==> src/slurm16_pipe_pkg.sv <==
// SLURM16 fetch and issue pipeline
// Shared widths, stage payload types, controller states and PC commands
`default_nettype none

package slurm16_pipe_pkg;

	localparam int word_bits = 16; // Instruction word
	localparam int addr_bits = 16; // Byte address
	localparam int reg_bits  = 4;  // Hazard register tag

	typedef logic [word_bits-1:0] word_t;
	typedef logic [addr_bits-2:0] fetch_addr_t; // Word address, byte bit 0 dropped
	typedef logic [reg_bits-1:0]  haz_reg_t;

	// Fetched word tagged with its own address
	typedef struct packed {
		word_t       ins;
		fetch_addr_t pc;
	} ins_word_t;

	// Word plus the hazard tags that travel with it through stages 1 to 3
	typedef struct packed {
		ins_word_t word;
		haz_reg_t  haz_reg;   // Destination register
		logic      mod_flags; // Writes the flags
	} tagged_word_t;

	// Controller states
	typedef enum logic [3:0] {
		st_reset       = 4'd0,
		st_pre_execute = 4'd1,
		st_execute     = 4'd2,
		st_halt        = 4'd3,
		st_halt2       = 4'd4,
		st_stall1      = 4'd5,
		st_stall2      = 4'd6,
		st_stall3      = 4'd7,
		st_ins_stall1  = 4'd8,
		st_ins_stall2  = 4'd9
	} ctrl_state_t;

	// Fetch address commands, one per cycle
	typedef enum logic [2:0] {
		pc_zero    = 3'd0, // Clear address and previous
		pc_advance = 3'd1, // Next word, previous takes old address
		pc_hold    = 3'd2,
		pc_rewind  = 3'd3, // Back to previous, undoes one lost fetch
		pc_load    = 3'd4, // Branch target
		pc_restart = 3'd5  // Address of the stage 2 word
	} pc_cmd_t;

endpackage

`default_nettype wire
==> src/slurm16_pipeline.sv <==
// SLURM16 fetch and issue pipeline, top level
// Controller, fetch address generator and five stage slots
// Stages 1 to 3 carry the hazard tags alongside the word
`timescale 1ns/100ps
`default_nettype none

module slurm16_pipeline (
	input  wire                                    CLK,
	input  wire                                    RSTb,
	// Instruction fetch
	output logic                                   instruction_request,
	input  wire                                    instruction_valid,
	output slurm16_pipe_pkg::fetch_addr_t          instruction_address,
	input  wire slurm16_pipe_pkg::word_t           instruction_in,
	input  wire slurm16_pipe_pkg::fetch_addr_t     instruction_address_in,
	// Stage words
	output slurm16_pipe_pkg::word_t                pipeline_stage_0,
	output slurm16_pipe_pkg::word_t                pipeline_stage_1,
	output slurm16_pipe_pkg::word_t                pipeline_stage_2,
	output slurm16_pipe_pkg::word_t                pipeline_stage_3,
	output slurm16_pipe_pkg::word_t                pipeline_stage_4,
	output logic [slurm16_pipe_pkg::addr_bits-1:0] pc_stage_4,
	output logic                                   nop_stage_2, // Execute must not act
	output logic                                   nop_stage_4, // No writeback
	// Hazards
	input  wire                                    hazard_1,
	input  wire                                    hazard_2,
	input  wire                                    hazard_3,
	input  wire slurm16_pipe_pkg::haz_reg_t        hazard_reg0,
	input  wire                                    modifies_flags0,
	output slurm16_pipe_pkg::haz_reg_t             hazard_reg1,
	output slurm16_pipe_pkg::haz_reg_t             hazard_reg2,
	output slurm16_pipe_pkg::haz_reg_t             hazard_reg3,
	output logic                                   modifies_flags1,
	output logic                                   modifies_flags2,
	output logic                                   modifies_flags3,
	// Control
	input  wire                                    halt_request,
	input  wire                                    wake_request,
	input  wire                                    load_pc_request,
	input  wire [slurm16_pipe_pkg::addr_bits-1:0]  load_pc_address
);

	slurm16_pipe_pkg::ins_word_t    s0_d, s0_q, s4_q;
	slurm16_pipe_pkg::tagged_word_t s1_d, s1_q, s2_q, s3_q;
	slurm16_pipe_pkg::pc_cmd_t      pc_cmd;
	logic nop0, nop1, nop2, nop3, nop4;
	logic hold0, hold1;
	logic kill0, kill1, kill2, kill3, kill4;

	assign s0_d = '{ins: instruction_in, pc: instruction_address_in}; // Word and its own address
	assign s1_d = '{word: s0_q, haz_reg: hazard_reg0, mod_flags: modifies_flags0};

	slurm16_pipe_ctrl u_ctrl (
		.CLK(CLK), .RSTb(RSTb),
		.hazard_1(hazard_1), .hazard_2(hazard_2), .hazard_3(hazard_3),
		.load_pc_request(load_pc_request), .halt_request(halt_request),
		.wake_request(wake_request), .instruction_valid(instruction_valid),
		.nop0(nop0), .nop1(nop1), .nop2(nop2), .nop3(nop3),
		.instruction_request(instruction_request), .pc_cmd(pc_cmd),
		.hold0(hold0), .hold1(hold1),
		.kill0(kill0), .kill1(kill1), .kill2(kill2), .kill3(kill3), .kill4(kill4)
	);

	slurm16_pc_gen u_pc (
		.CLK(CLK), .pc_cmd(pc_cmd), .load_pc_address(load_pc_address),
		.restart_address(s2_q.word.pc), .instruction_address(instruction_address)
	);

	// Fetch, a returned word is live unless the controller kills it
	slurm16_pipe_slot #(.payload_t(slurm16_pipe_pkg::ins_word_t)) slot0 (
		.CLK(CLK), .RSTb(RSTb), .hold(hold0), .kill(kill0),
		.payload_in(s0_d), .nop_in(1'b0), .payload(s0_q), .nop(nop0)
	);
	slurm16_pipe_slot #(.payload_t(slurm16_pipe_pkg::tagged_word_t)) slot1 ( // Decode
		.CLK(CLK), .RSTb(RSTb), .hold(hold1), .kill(kill1),
		.payload_in(s1_d), .nop_in(nop0), .payload(s1_q), .nop(nop1)
	);
	slurm16_pipe_slot #(.payload_t(slurm16_pipe_pkg::tagged_word_t)) slot2 ( // Execute
		.CLK(CLK), .RSTb(RSTb), .hold(1'b0), .kill(kill2),
		.payload_in(s1_q), .nop_in(nop1), .payload(s2_q), .nop(nop2)
	);
	slurm16_pipe_slot #(.payload_t(slurm16_pipe_pkg::tagged_word_t)) slot3 ( // Memory
		.CLK(CLK), .RSTb(RSTb), .hold(1'b0), .kill(kill3),
		.payload_in(s2_q), .nop_in(nop2), .payload(s3_q), .nop(nop3)
	);
	// Writeback, tags no longer needed
	slurm16_pipe_slot #(.payload_t(slurm16_pipe_pkg::ins_word_t)) slot4 (
		.CLK(CLK), .RSTb(RSTb), .hold(1'b0), .kill(kill4),
		.payload_in(s3_q.word), .nop_in(nop3), .payload(s4_q), .nop(nop4)
	);

	assign pipeline_stage_0 = s0_q.ins;
	assign pipeline_stage_1 = s1_q.word.ins;
	assign pipeline_stage_2 = s2_q.word.ins;
	assign pipeline_stage_3 = s3_q.word.ins;
	assign pipeline_stage_4 = s4_q.ins;
	assign pc_stage_4       = {s4_q.pc, 1'b0}; // Back to a byte address
	assign nop_stage_2      = nop2;
	assign nop_stage_4      = nop4;

	assign hazard_reg1     = s1_q.haz_reg;
	assign hazard_reg2     = s2_q.haz_reg;
	assign hazard_reg3     = s3_q.haz_reg;
	assign modifies_flags1 = s1_q.mod_flags;
	assign modifies_flags2 = s2_q.mod_flags;
	assign modifies_flags3 = s3_q.mod_flags;

endmodule

`default_nettype wire

==> src/slurm16_pipe_ctrl.sv <==
// SLURM16 pipeline controller
// State machine for hazard stalls, fetch-invalid stalls, branches and halt
// Drives per-stage hold and kill and the fetch address command
`timescale 1ns/100ps
`default_nettype none

module slurm16_pipe_ctrl (
	input  wire                        CLK,
	input  wire                        RSTb,
	input  wire                        hazard_1,          // Stage 0 against stage 1
	input  wire                        hazard_2,          // Stage 0 against stage 2
	input  wire                        hazard_3,          // Stage 0 against stage 3
	input  wire                        load_pc_request,   // Branch from stage 2
	input  wire                        halt_request,      // Pulse, latched here
	input  wire                        wake_request,
	input  wire                        instruction_valid,
	input  wire                        nop0,
	input  wire                        nop1,
	input  wire                        nop2,
	input  wire                        nop3,
	output logic                       instruction_request,
	output slurm16_pipe_pkg::pc_cmd_t  pc_cmd,
	output logic                       hold0,
	output logic                       hold1,
	output logic                       kill0,
	output logic                       kill1,
	output logic                       kill2,
	output logic                       kill3,
	output logic                       kill4
);

	slurm16_pipe_pkg::ctrl_state_t state_r;
	logic halt_lat_r;
	logic halt;
	logic stall_haz1;
	logic stall_haz2;
	logic stall_haz3;
	logic haz_stall;
	logic halt_take;
	logic flush;

	assign halt = halt_lat_r | halt_request;

	// Hazards only count for a live stage 0 word against a live older word
	assign stall_haz1 = hazard_1 & ~load_pc_request & ~nop0 & ~nop1;
	assign stall_haz2 = hazard_2 & ~load_pc_request & ~nop0 & ~nop2;
	assign stall_haz3 = hazard_3 & ~load_pc_request & ~nop0 & ~nop3;
	assign haz_stall  = stall_haz1 | stall_haz2 | stall_haz3;

	// Halt waits for a live stage 1 word, its address is where fetch resumes
	assign halt_take = (state_r == slurm16_pipe_pkg::st_execute) & halt & ~haz_stall
		& ~load_pc_request & ~nop1;

	assign flush = load_pc_request | halt_take; // Drop younger stages

	// Instruction memory is free in halt
	assign instruction_request = (state_r != slurm16_pipe_pkg::st_halt) &&
		(state_r != slurm16_pipe_pkg::st_halt2);

	always_ff @(posedge CLK) begin
		if (!RSTb) begin
			halt_lat_r <= 1'b0;
		end else if (halt_take) begin
			halt_lat_r <= 1'b0; // Consumed on entry to halt
		end else if (halt_request) begin
			halt_lat_r <= 1'b1;
		end
	end

	always_ff @(posedge CLK) begin
		if (!RSTb) begin
			state_r <= slurm16_pipe_pkg::st_reset;
		end else begin
			case (state_r)
				slurm16_pipe_pkg::st_reset:
					state_r <= slurm16_pipe_pkg::st_pre_execute;
				slurm16_pipe_pkg::st_pre_execute:
					state_r <= slurm16_pipe_pkg::st_execute;
				slurm16_pipe_pkg::st_execute: begin
					if (stall_haz1)
						state_r <= slurm16_pipe_pkg::st_stall1;
					else if (stall_haz2)
						state_r <= slurm16_pipe_pkg::st_stall2;
					else if (stall_haz3)
						state_r <= slurm16_pipe_pkg::st_stall3;
					else if (halt_take)
						state_r <= slurm16_pipe_pkg::st_halt;
					else if (load_pc_request)
						state_r <= slurm16_pipe_pkg::st_pre_execute;
					else if (!instruction_valid)
						state_r <= slurm16_pipe_pkg::st_ins_stall1; // Fetched word is bad
				end
				slurm16_pipe_pkg::st_stall1:
					state_r <= slurm16_pipe_pkg::st_stall2;
				slurm16_pipe_pkg::st_stall2, slurm16_pipe_pkg::st_stall3: begin
					if (load_pc_request)
						state_r <= slurm16_pipe_pkg::st_pre_execute;
					else if (state_r == slurm16_pipe_pkg::st_stall2)
						state_r <= slurm16_pipe_pkg::st_stall3;
					else
						state_r <= slurm16_pipe_pkg::st_execute;
				end
				slurm16_pipe_pkg::st_ins_stall1:
					state_r <= slurm16_pipe_pkg::st_ins_stall2; // PC rewind settles
				slurm16_pipe_pkg::st_ins_stall2: begin
					if (load_pc_request)
						state_r <= slurm16_pipe_pkg::st_pre_execute;
					else if (instruction_valid)
						state_r <= slurm16_pipe_pkg::st_execute;
				end
				slurm16_pipe_pkg::st_halt:
					state_r <= slurm16_pipe_pkg::st_halt2;
				slurm16_pipe_pkg::st_halt2: begin
					if (wake_request)
						state_r <= slurm16_pipe_pkg::st_pre_execute;
				end
				default:
					state_r <= slurm16_pipe_pkg::st_reset;
			endcase
		end
	end

	// Fetch address command
	always_comb begin
		pc_cmd = slurm16_pipe_pkg::pc_hold;
		case (state_r)
			slurm16_pipe_pkg::st_reset:       pc_cmd = slurm16_pipe_pkg::pc_zero;
			slurm16_pipe_pkg::st_pre_execute: pc_cmd = slurm16_pipe_pkg::pc_advance;
			slurm16_pipe_pkg::st_halt:        pc_cmd = slurm16_pipe_pkg::pc_restart;
			slurm16_pipe_pkg::st_execute: begin
				if (load_pc_request)
					pc_cmd = slurm16_pipe_pkg::pc_load;
				else if (haz_stall || !instruction_valid)
					pc_cmd = slurm16_pipe_pkg::pc_rewind; // Word in flight gets lost
				else
					pc_cmd = slurm16_pipe_pkg::pc_advance;
			end
			slurm16_pipe_pkg::st_stall1, slurm16_pipe_pkg::st_stall2,
			slurm16_pipe_pkg::st_ins_stall1: begin
				if (load_pc_request)
					pc_cmd = slurm16_pipe_pkg::pc_load;
			end
			slurm16_pipe_pkg::st_stall3, slurm16_pipe_pkg::st_ins_stall2: begin
				if (load_pc_request)
					pc_cmd = slurm16_pipe_pkg::pc_load;
				else if (state_r == slurm16_pipe_pkg::st_stall3 || instruction_valid)
					pc_cmd = slurm16_pipe_pkg::pc_advance; // Word arrives as execute resumes
			end
			default: ;
		endcase
	end

	// Per-stage hold and kill
	always_comb begin
		hold0 = 1'b1; // Stage 0 captures only in execute
		hold1 = 1'b0;
		kill0 = 1'b1;
		kill1 = 1'b0;
		kill2 = 1'b0;
		kill3 = 1'b0;
		kill4 = 1'b0;
		case (state_r)
			slurm16_pipe_pkg::st_execute: begin
				hold0 = 1'b0;
				kill0 = flush;
				kill1 = flush;
				kill2 = flush;
			end
			slurm16_pipe_pkg::st_stall1, slurm16_pipe_pkg::st_stall2,
			slurm16_pipe_pkg::st_stall3: begin
				hold1 = 1'b1;            // Hazard word waits in stage 1
				kill1 = load_pc_request;
				kill2 = 1'b1;            // Bubble into execute
			end
			slurm16_pipe_pkg::st_ins_stall1: begin
				kill1 = 1'b1; // Bad word from stage 0
				kill2 = load_pc_request;
			end
			slurm16_pipe_pkg::st_ins_stall2: begin
				kill1 = load_pc_request;
				kill2 = load_pc_request;
			end
			slurm16_pipe_pkg::st_pre_execute: begin
				kill1 = 1'b1;
				kill2 = 1'b1;
			end
			slurm16_pipe_pkg::st_halt: begin
				// Stage 3 word still writes back, fetch resumes behind it
				kill1 = 1'b1;
				kill2 = 1'b1;
				kill3 = 1'b1;
			end
			default: begin // Reset and halt2
				kill1 = 1'b1;
				kill2 = 1'b1;
				kill3 = 1'b1;
				kill4 = 1'b1;
			end
		endcase
	end

endmodule

`default_nettype wire

==> src/slurm16_pc_gen.sv <==
// SLURM16 fetch address generator
// Current and previous word address, driven by one command per cycle
// Previous address lets a fetch that could not be used be issued again
`timescale 1ns/100ps
`default_nettype none

module slurm16_pc_gen (
	input  wire                                          CLK,
	input  wire slurm16_pipe_pkg::pc_cmd_t               pc_cmd,
	input  wire [slurm16_pipe_pkg::addr_bits-1:0]        load_pc_address, // Byte address
	input  wire slurm16_pipe_pkg::fetch_addr_t           restart_address, // Stage 2 word
	output slurm16_pipe_pkg::fetch_addr_t                instruction_address
);

	slurm16_pipe_pkg::fetch_addr_t pc_r;
	slurm16_pipe_pkg::fetch_addr_t prev_pc_r; // Address issued one fetch ago
	slurm16_pipe_pkg::fetch_addr_t target;

	// Branch targets are even byte addresses
	assign target = load_pc_address[slurm16_pipe_pkg::addr_bits-1:1];

	assign instruction_address = pc_r;

	// Cleared by the zero command in the reset state
	always_ff @(posedge CLK) begin
		case (pc_cmd)
			slurm16_pipe_pkg::pc_zero: begin
				pc_r      <= '0;
				prev_pc_r <= '0;
			end
			slurm16_pipe_pkg::pc_advance: begin
				pc_r      <= pc_r + 1'b1;
				prev_pc_r <= pc_r;
			end
			slurm16_pipe_pkg::pc_rewind: begin
				pc_r <= prev_pc_r; // Previous stays, next advance refetches it
			end
			slurm16_pipe_pkg::pc_load: begin
				pc_r      <= target;
				prev_pc_r <= target;
			end
			slurm16_pipe_pkg::pc_restart: begin
				// Resume from the first word that did not complete before halt
				pc_r      <= restart_address;
				prev_pc_r <= restart_address;
			end
			default: begin
				pc_r      <= pc_r; // Hold
				prev_pc_r <= prev_pc_r;
			end
		endcase
	end

endmodule

`default_nettype wire

==> src/slurm16_pipe_slot.sv <==
// SLURM16 pipeline stage slot
// Holds one payload and its kill bit, with hold and kill from the controller
`timescale 1ns/100ps
`default_nettype none

module slurm16_pipe_slot #(
	parameter type payload_t = logic
) (
	input  wire           CLK,
	input  wire           RSTb,
	input  wire           hold,       // Keep current payload
	input  wire           kill,       // Mark slot as nop on this edge
	input  wire payload_t payload_in, // From the stage before
	input  wire           nop_in,
	output payload_t      payload,
	output logic          nop
);

	// Payload only moves, no reset needed
	always_ff @(posedge CLK) begin
		if (!hold)
			payload <= payload_in;
	end

	// Kill accumulates while held, so a stalled word still sees a branch
	always_ff @(posedge CLK) begin
		if (!RSTb) begin
			nop <= 1'b1; // Empty pipeline out of reset
		end else if (hold) begin
			nop <= nop | kill;
		end else begin
			nop <= nop_in | kill;
		end
	end

endmodule

`default_nettype wire

==> config.mk <==
export PLATFORM = sky130hd
export DESIGN_NAME = slurm16_pipeline
export DESIGN_NICKNAME = d
export VERILOG_FILES = /design/src/slurm16_pipe_pkg.sv /design/src/slurm16_pipeline.sv /design/src/slurm16_pipe_ctrl.sv /design/src/slurm16_pc_gen.sv /design/src/slurm16_pipe_slot.sv
export SDC_FILE = /design/constraint.sdc
export NUM_CORES = 1
export LEC_CHECK = 0
export BUFFER_PORTS_ARGS = -buffer_cell sky130_fd_sc_hd__buf_2
export CELL_PAD_IN_SITES_DETAIL_PLACEMENT = 1
export CELL_PAD_IN_SITES_GLOBAL_PLACEMENT = 2
export CORE_MARGIN = 8
export CORE_UTILIZATION = 38
export DETAILED_ROUTE_END_ITERATION = 10
export PLACE_DENSITY_LB_ADDON = 0.1
export SLEW_MARGIN = 20
export SYNTH_ARGS = -nofsm -noshare
export SYNTH_HDL_FRONTEND = slang
export SYNTH_SLANG_ARGS = --single-unit
==> constraint.sdc <==
create_clock -name CLK -period 10.2 [get_ports CLK]
set_input_delay 1.02 -clock CLK [delete_from_list [all_inputs] [get_ports CLK]]
set_output_delay 1.02 -clock CLK [all_outputs]
set_load 0.03 [all_outputs]
# Word level (Yosys, flattened, before mapping)

Index checks and enable logic that the tools add are counted.

Flip-flop bits (word level): 210
Bits of input ports: 61
Output and inout bits: 129
Word-level logic and storage cells: 120

Add/subtract/negate cells: 1
Eq/ne operators: 18
Muxes and demuxes: 28
Bitwise logic cells: 30
Reductions and logical operators: 18

Operator list:

| cell                                                            | count |
|---|---|
| 15-bit case mux with 5 select lines                             | 1 |
| 15-bit case mux with 4 select lines                             | 1 |
| 4-bit two-way mux                                               | 10 |
| 4-bit case mux with 9 select lines                              | 1 |
| 3-bit case mux with 6 select lines                              | 1 |
| 4-bit by 3-bit == test with 1-bit output, second input constant | 4 |
| 15-bit by 1-bit adder with 15-bit output, second input constant | 1 |
| 1-bit bitwise AND                                               | 13 |
| 3-bit two-way mux                                               | 4 |
| 1-bit OR                                                        | 10 |
| 4-bit by 2-bit == test with 1-bit output, second input constant | 2 |
| 4-bit == test, second input constant                            | 2 |
| 2-bit OR reduction                                              | 4 |
| 8-bit OR reduction                                              | 1 |
| 7-bit != test, second input constant                            | 1 |
| 1-bit inverter                                                  | 7 |
| 7-bit OR reduction                                              | 1 |
| 3-bit == test, second input constant                            | 2 |
| 1-bit two-way mux                                               | 6 |
| 3-bit OR reduction                                              | 2 |
| 5-bit nonzero test                                              | 1 |
| 4-bit by 1-bit == test with 1-bit output, second input constant | 1 |
| 4-bit zero test                                                 | 1 |
| 2-bit two-way mux                                               | 2 |
| 14 further kinds                                                | 16 |

# Logic depth before layout (Yosys ltp)

Word-level depth: 15
Gate-level depth with buffers: 8
Depth with buffers taken out: 6

# By module

Synthesis repeated with hierarchy kept, for this count alone.

Cells, all modules: 467
Area total of the unflattened synthesis: 7883.8 um^2

Modules (own cells, without submodules):

| module                         | instances | cells each | area an instance (um^2) | seq. area each (um^2) |
|---|---|---|---|---|
| slurm16_pipe_slot at slot1 ... | 3         | 40         | 1122.3                  | 1101.1 |
| slurm16_pipe_slot at slot0 ... | 2         | 35         | 972.2                   | 950.9 |
| slurm16_pc_gen                 | 1         | 178        | 1885.6                  | 900.9 |
| slurm16_pipe_ctrl              | 1         | 97         | 675.6                   | 100.1 |
| slurm16_pipeline               | 1         | 2          | 11.3                    | 0.0 |

# Worst setup path before layout

No wires, ideal clock.

Path kind: input -> register
Start: input load_pc_request
End: register u_pc.pc_r[0] (netlist: u_pc.instruction_address[0]) (enable)
Library setup time: 0.374 ns
Data arrival time: 3.301 ns
Path slack: 6.526 ns
Cell stages on the path: 5
Buffers on the path: 1
Path through: clkbuf_1 a311o_1 a21oi_4 nor3_1 nand2b_1

Cells in the longest elaborated chain, start to end: 12
Elaborated cells between the ends (all ways): 24
Those cells by class: 4 x eq/ne; 5 x mux; 12 x bitwise; 3 x reduce/logical

RTL lines:

| item                                                             | RTL line                                                                  | text |
|---|---|---|
| start, declared                                                  | slurm16_pipeline.sv:40                                                    | `input wire load_pc_request,` |
| 1-bit inverter                                                   | slurm16_pipe_ctrl.sv:45, slurm16_pipe_ctrl.sv:46, slurm16_pipe_ctrl.sv:47 |  |
| 1-bit bitwise AND, on equally long branches (3 in series)        | slurm16_pipe_ctrl.sv:45, slurm16_pipe_ctrl.sv:46                          |  |
| 1-bit OR (2 in series)                                           | slurm16_pipe_ctrl.sv:48                                                   | `assign haz_stall = stall_haz1 \| stall_haz2 \| stall_haz3;` |
| 1-bit logical OR                                                 | slurm16_pipe_ctrl.sv:133                                                  | `else if (haz_stall \|\| !instruction_valid)` |
| 2-bit two-way mux                                                | slurm16_pipe_ctrl.sv:133                                                  |  |
| 3-bit two-way mux                                                | slurm16_pipe_ctrl.sv:131                                                  | `if (load_pc_request)` |
| 3-bit case mux with 6 select lines (*)                           | slurm16_pipe_ctrl.sv:126                                                  | `case (state_r)` |
| 3-bit by 1-bit == test with 1-bit output (tied with other cells) | slurm16_pc_gen.sv:26                                                      | `case (pc_cmd)` |
| 5-bit nonzero test (no source line) (*)                          | --                                                                        |  |
| end signal, assigned                                             | slurm16_pc_gen.sv:32                                                      | `pc_r <= pc_r + 1'b1;` |
| end signal, assigned                                             | slurm16_pc_gen.sv:36                                                      | `pc_r <= prev_pc_r;` |
| end signal, assigned                                             | slurm16_pc_gen.sv:39                                                      | `pc_r <= target;` |
| end, declared                                                    | slurm16_pc_gen.sv:15                                                      | `slurm16_pipe_pkg::fetch_addr_t pc_r;` |

Mark *: on every way between the ends. The rest lies on a longest branch, timed or not.
A chain may end at the register's enable or synchronous reset.

# Worst setup path in the final report

Start: register u_ctrl.state_r[1]
End: register u_pc.pc_r[14] (netlist: u_pc.instruction_address[14]) (enable)

Cells in the longest elaborated chain, start to end: 7
Elaborated cells between the ends (all ways): 21
Those cells by class: 12 x eq/ne; 3 x mux; 6 x reduce/logical

RTL lines:

| item                                                             | RTL line                                           | text |
|---|---|---|
| start, declared                                                  | slurm16_pipe_ctrl.sv:32                            | `slurm16_pipe_pkg::ctrl_state_t state_r;` |
| start signal, assigned                                           | slurm16_pipe_ctrl.sv:72                            | `state_r <= slurm16_pipe_pkg::st_reset;` |
| start signal, assigned                                           | slurm16_pipe_ctrl.sv:76                            | `state_r <= slurm16_pipe_pkg::st_pre_execute;` |
| start signal, assigned                                           | slurm16_pipe_ctrl.sv:78                            | `state_r <= slurm16_pipe_pkg::st_execute;` |
| 4-bit by 3-bit == test with 1-bit output                         | slurm16_pipe_ctrl.sv:126, slurm16_pipe_ctrl.sv:146 |  |
| 1-bit logical OR                                                 | slurm16_pipe_ctrl.sv:146                           | `else if (state_r == slurm16_pipe_pkg::st_stall3 \|\| instruction_valid)` |
| 2-bit two-way mux                                                | slurm16_pipe_ctrl.sv:146                           |  |
| 3-bit two-way mux                                                | slurm16_pipe_ctrl.sv:144                           | `if (load_pc_request)` |
| 3-bit case mux with 6 select lines (*)                           | slurm16_pipe_ctrl.sv:126                           |  |
| 3-bit by 1-bit == test with 1-bit output (tied with other cells) | slurm16_pc_gen.sv:26                               |  |
| 5-bit nonzero test (no source line) (*)                          | --                                                 |  |

Marked as above.

==> results by group <==
Run status
  • Outcome: finished, final reports clean

Layout
  • Post-layout util: between 40 and 50%
  • Layout Cells excl Fill: 864
  • Layout net count: slightly below 700
  • Fraction of layout cells with a size suffix above 1: 38.3%
  • Area delta synth->final: 19.7%

STA
  • Setup-failing EPs final: 0
  • Fmax: roughly 0.28 GHz
  • Worst-Margin Slew: 856 ps
  • Fin crit period: between 3000 and 4000 ps
  • Tcrit/Tclk final: about a third
  • Setup WS post-layout: ~6600 ps
  • Max Slew Vio Count: 0
  • Setup_tns: 0 ps
  • Skew final: 14.3 ps
  • RSZ-0062 raised after global routing: false
  • Slew headroom: ~43%
  • Fin. Hold Viols: 0

Global routing
  • Pin count of the biggest net entering global routing: 37
  • First-pass GRT wire length: 25.1 mm
  • GRT Total Usage: 13.6%
  • Vias in the first global route: approximately 4400
  • Gr ovfl total: 0
  • Initial antenna violation count: 3

Drt
  • Wire per inst: 18.8 um
  • Post-Route WL: between 15 and 20 mm
  • Pre-antenna DRT Iters: 5
  • Drt drc: 0
  • Initial DRC Count: 170
  • Via density: ~4.7
  • DR vias: between 4000 and 5000
  • Final ANT Viol Nets: 0

Clock tree
  • Post-cts resize count: 0
  • Clk_lat worst skew: ~510 ps
  • Post-CTS Repair Setup Buffers: 0
  • Buffer depth of the longest clock path: 3
  • CTS buffer count: 22
  • CTS clk-pin slew, worst paths: approximately 60 ps
  • Root buf cell: clkbuf_16
  • Hold buffers post-CTS: 0
  • Clock sink count: 210
  • H-tree level count: 1
  • CTS tree: built

Critical path
  • Worst path cell trace: or4b_4 -> clkinv_4 -> nand2b_4 -> a21oi_4 -> nor3_2 -> buf_4 -> nand2b_1
  • Worst Path Required: 10270 ps
  • CP max stage delay: around 700 ps
  • Critical path launch point type: register
  • Slowest-stage cell, CP: dfxtp_1
  • FF-to-FF path depth: 7
  • Cell family with most CP delay: simple AND/OR/NAND/NOR gates
  • Critical Path Sink Type: register
  • Crit-path max FO: 35
  • WP depth: 7
  • Setup CP Type: register to register
  • CP Buf/Inv Count: 2
  • Arrival time at the worst endpoint: between 3000 and 4000 ps

Floorplan
  • Initial core utilization: 38.2%
  • # rows: 50
  • Die Height: about 150 um
  • Top-Level Pins: 190
  • Std-Cell Core Area: 18500 um2
  • Die Span X: around 150 um
  • Die area: 23200 um2

Synthesis
  • Area contributors post-synth: edfxtp_1, dfxtp_1, buf_4
  • Syn nets: between 500 and 600
  • Ys Warns: 0
  • EDFF count, synth: 97
  • Cells after synthesis: 487
  • Synth cell types: 55
  • Most frequent cell after synthesis: dfxtp_1
  • Yosys reg bits: 210
  • Post-synthesis sequential area ratio: ~73%
  • Area leader, netlist: edfxtp_1
  • Syn avg cell area: 14.5 um2
  • Async SR Flop Fraction: 0%
  • Mapped Area: between 7000 and 8000 um2
  • Commonest cells post-synth: dfxtp_1, edfxtp_1, buf_4
  • Post-synth top area share: approximately 41%
  • Ys flop type: dfxtp_1

Min path
  • WHS Path Cells: 0
  • Hold WC Path Type: register to register

Pwr
  • Power density over the cells: ~320 nW/um2
  • Leak Pwr: 3.55 nW
  • Worst vdd ir: 0.000145 V
  • Total Power: around 0.0027 W

Placed design
  • Placed cell count: 823
  • Detailed Place HPWL: about 12 mm
  • Pre-CTS setup slack: 6570 ps
  • Buffers on Ports: ~190
  • RePlAce Congestion: roughly 0.74

Run
  • Max-Cap Viols: 0
-- area by class of cell --
cell class / count / area, um2
multi-input combinational: 177 / 1230
sequential: 210 / 5170
clock buffer: 30 / 653
fill: 1933 / 10000
timing repair buffer: 191 / 966
clock inverter: 10 / 105
inverter: 11 / 46.3
antenna: 1 / 2.50
tap: 234 / 293
-- power by group --
group | switching (W) | internal (W)
combinational | 0.000491 | 0.000193
clock | 0.000325 | 0.000479
sequential | 0.000113 | 0.00114
total | 0.000929 | 0.00182
-- per-stage QoR --
step | cell area (um2) | hold WS [ps]
4_1_cts | 8470 | 320
5_1_grt | 8470 | 326
3_5_place_dp | 7710 | 313
3_3_place_gp | 7710 | 310
6_report | 8470 | 317
2_1_floorplan | 7070 | 310
-- sequential cells by signal, indices dropped and copies added, names as in the netlist --
name / count
slot1.payload: 36
u_ctrl.halt_lat_r: 1
slot2.nop: 1
slot4.nop: 1
slot0.payload: 31
u_pc.instruction_address: 15
u_pc.prev_pc_r: 15
slot0.nop: 1
u_ctrl.state_r: 4
slot3.nop: 1
slot4.payload: 31
slot1.nop: 1
slot3.payload: 36
slot2.payload: 36
-- worst register-to-register path: stages (launching register included) --
cell      delay [ps]
dfxtp_1          700
or4b_4           580
clkinv_4         290
nand2b_4         130
a21oi_4          520
nor3_2           110
buf_4            240
nand2b_1         570
-- path summary, 6_finish.rpt --
kind	from	end	slack (ps)
setup / recovery	u_ctrl.state_r[1]	u_pc.instruction_address[14]	6640
hold / removal	slot3.payload[13]	slot4.payload[8]	320
hold reg to reg	slot3.payload[13]	slot4.payload[8]	320
setup reg to reg	u_ctrl.state_r[1]	u_pc.instruction_address[14]	6640
-- cells by family (layout without fill, tap and decap cells) --
group / Yosys count / in the layout / synth area share [%]
flip-flops: 210 / 210 / 73.2
buffers and inverters: 100 / 242 / 9.71
AO/OA/AOI/OAI: 80 / 80 / 8.68
AND/OR/NAND/NOR: 80 / 80 / 6.35
XOR/XNOR: 14 / 14 / 1.73
adder cells (fa/ha/maj): 1 / 1 / 0.177
other: 1 / 2 / 0.0530
multiplexers: 1 / 1 / 0.141
-- metal layers --
metal | part of all wire [%] | track usage, % | up-vias
li1 | - | - | 1925
met1 | 41 | 15.1 | 1941
met2 | 50 | 24.3 | 125
met3 | 7.4 | 4.65 | 24
met4 | 1.4 | 3.53 | 6
met5 | 0.20 | 0 | -
-- cells in the final DEF, fill, tap and decap left out, types with 4 or more instances in the layout --
cell / count
xnor2_1: 12
o21ai_1: 7
nand2b_1: 7
clkinv_2: 5
nand2_1: 14
nand3b_1: 4
nor3_1: 7
a21o_1: 10
clkbuf_16: 24
a22o_1: 8
edfxtp_1: 97
nand3_1: 10
buf_4: 4
dfxtp_1: 113
inv_1: 10
buf_2: 187
a21oi_1: 6
a221o_1: 8
nand4_1: 6
nor2b_1: 5
nor2_1: 15
o211ai_1: 5
o21ai_0: 7
a22oi_1: 8
Note: power is estimated with default switching activity, not from simulation.
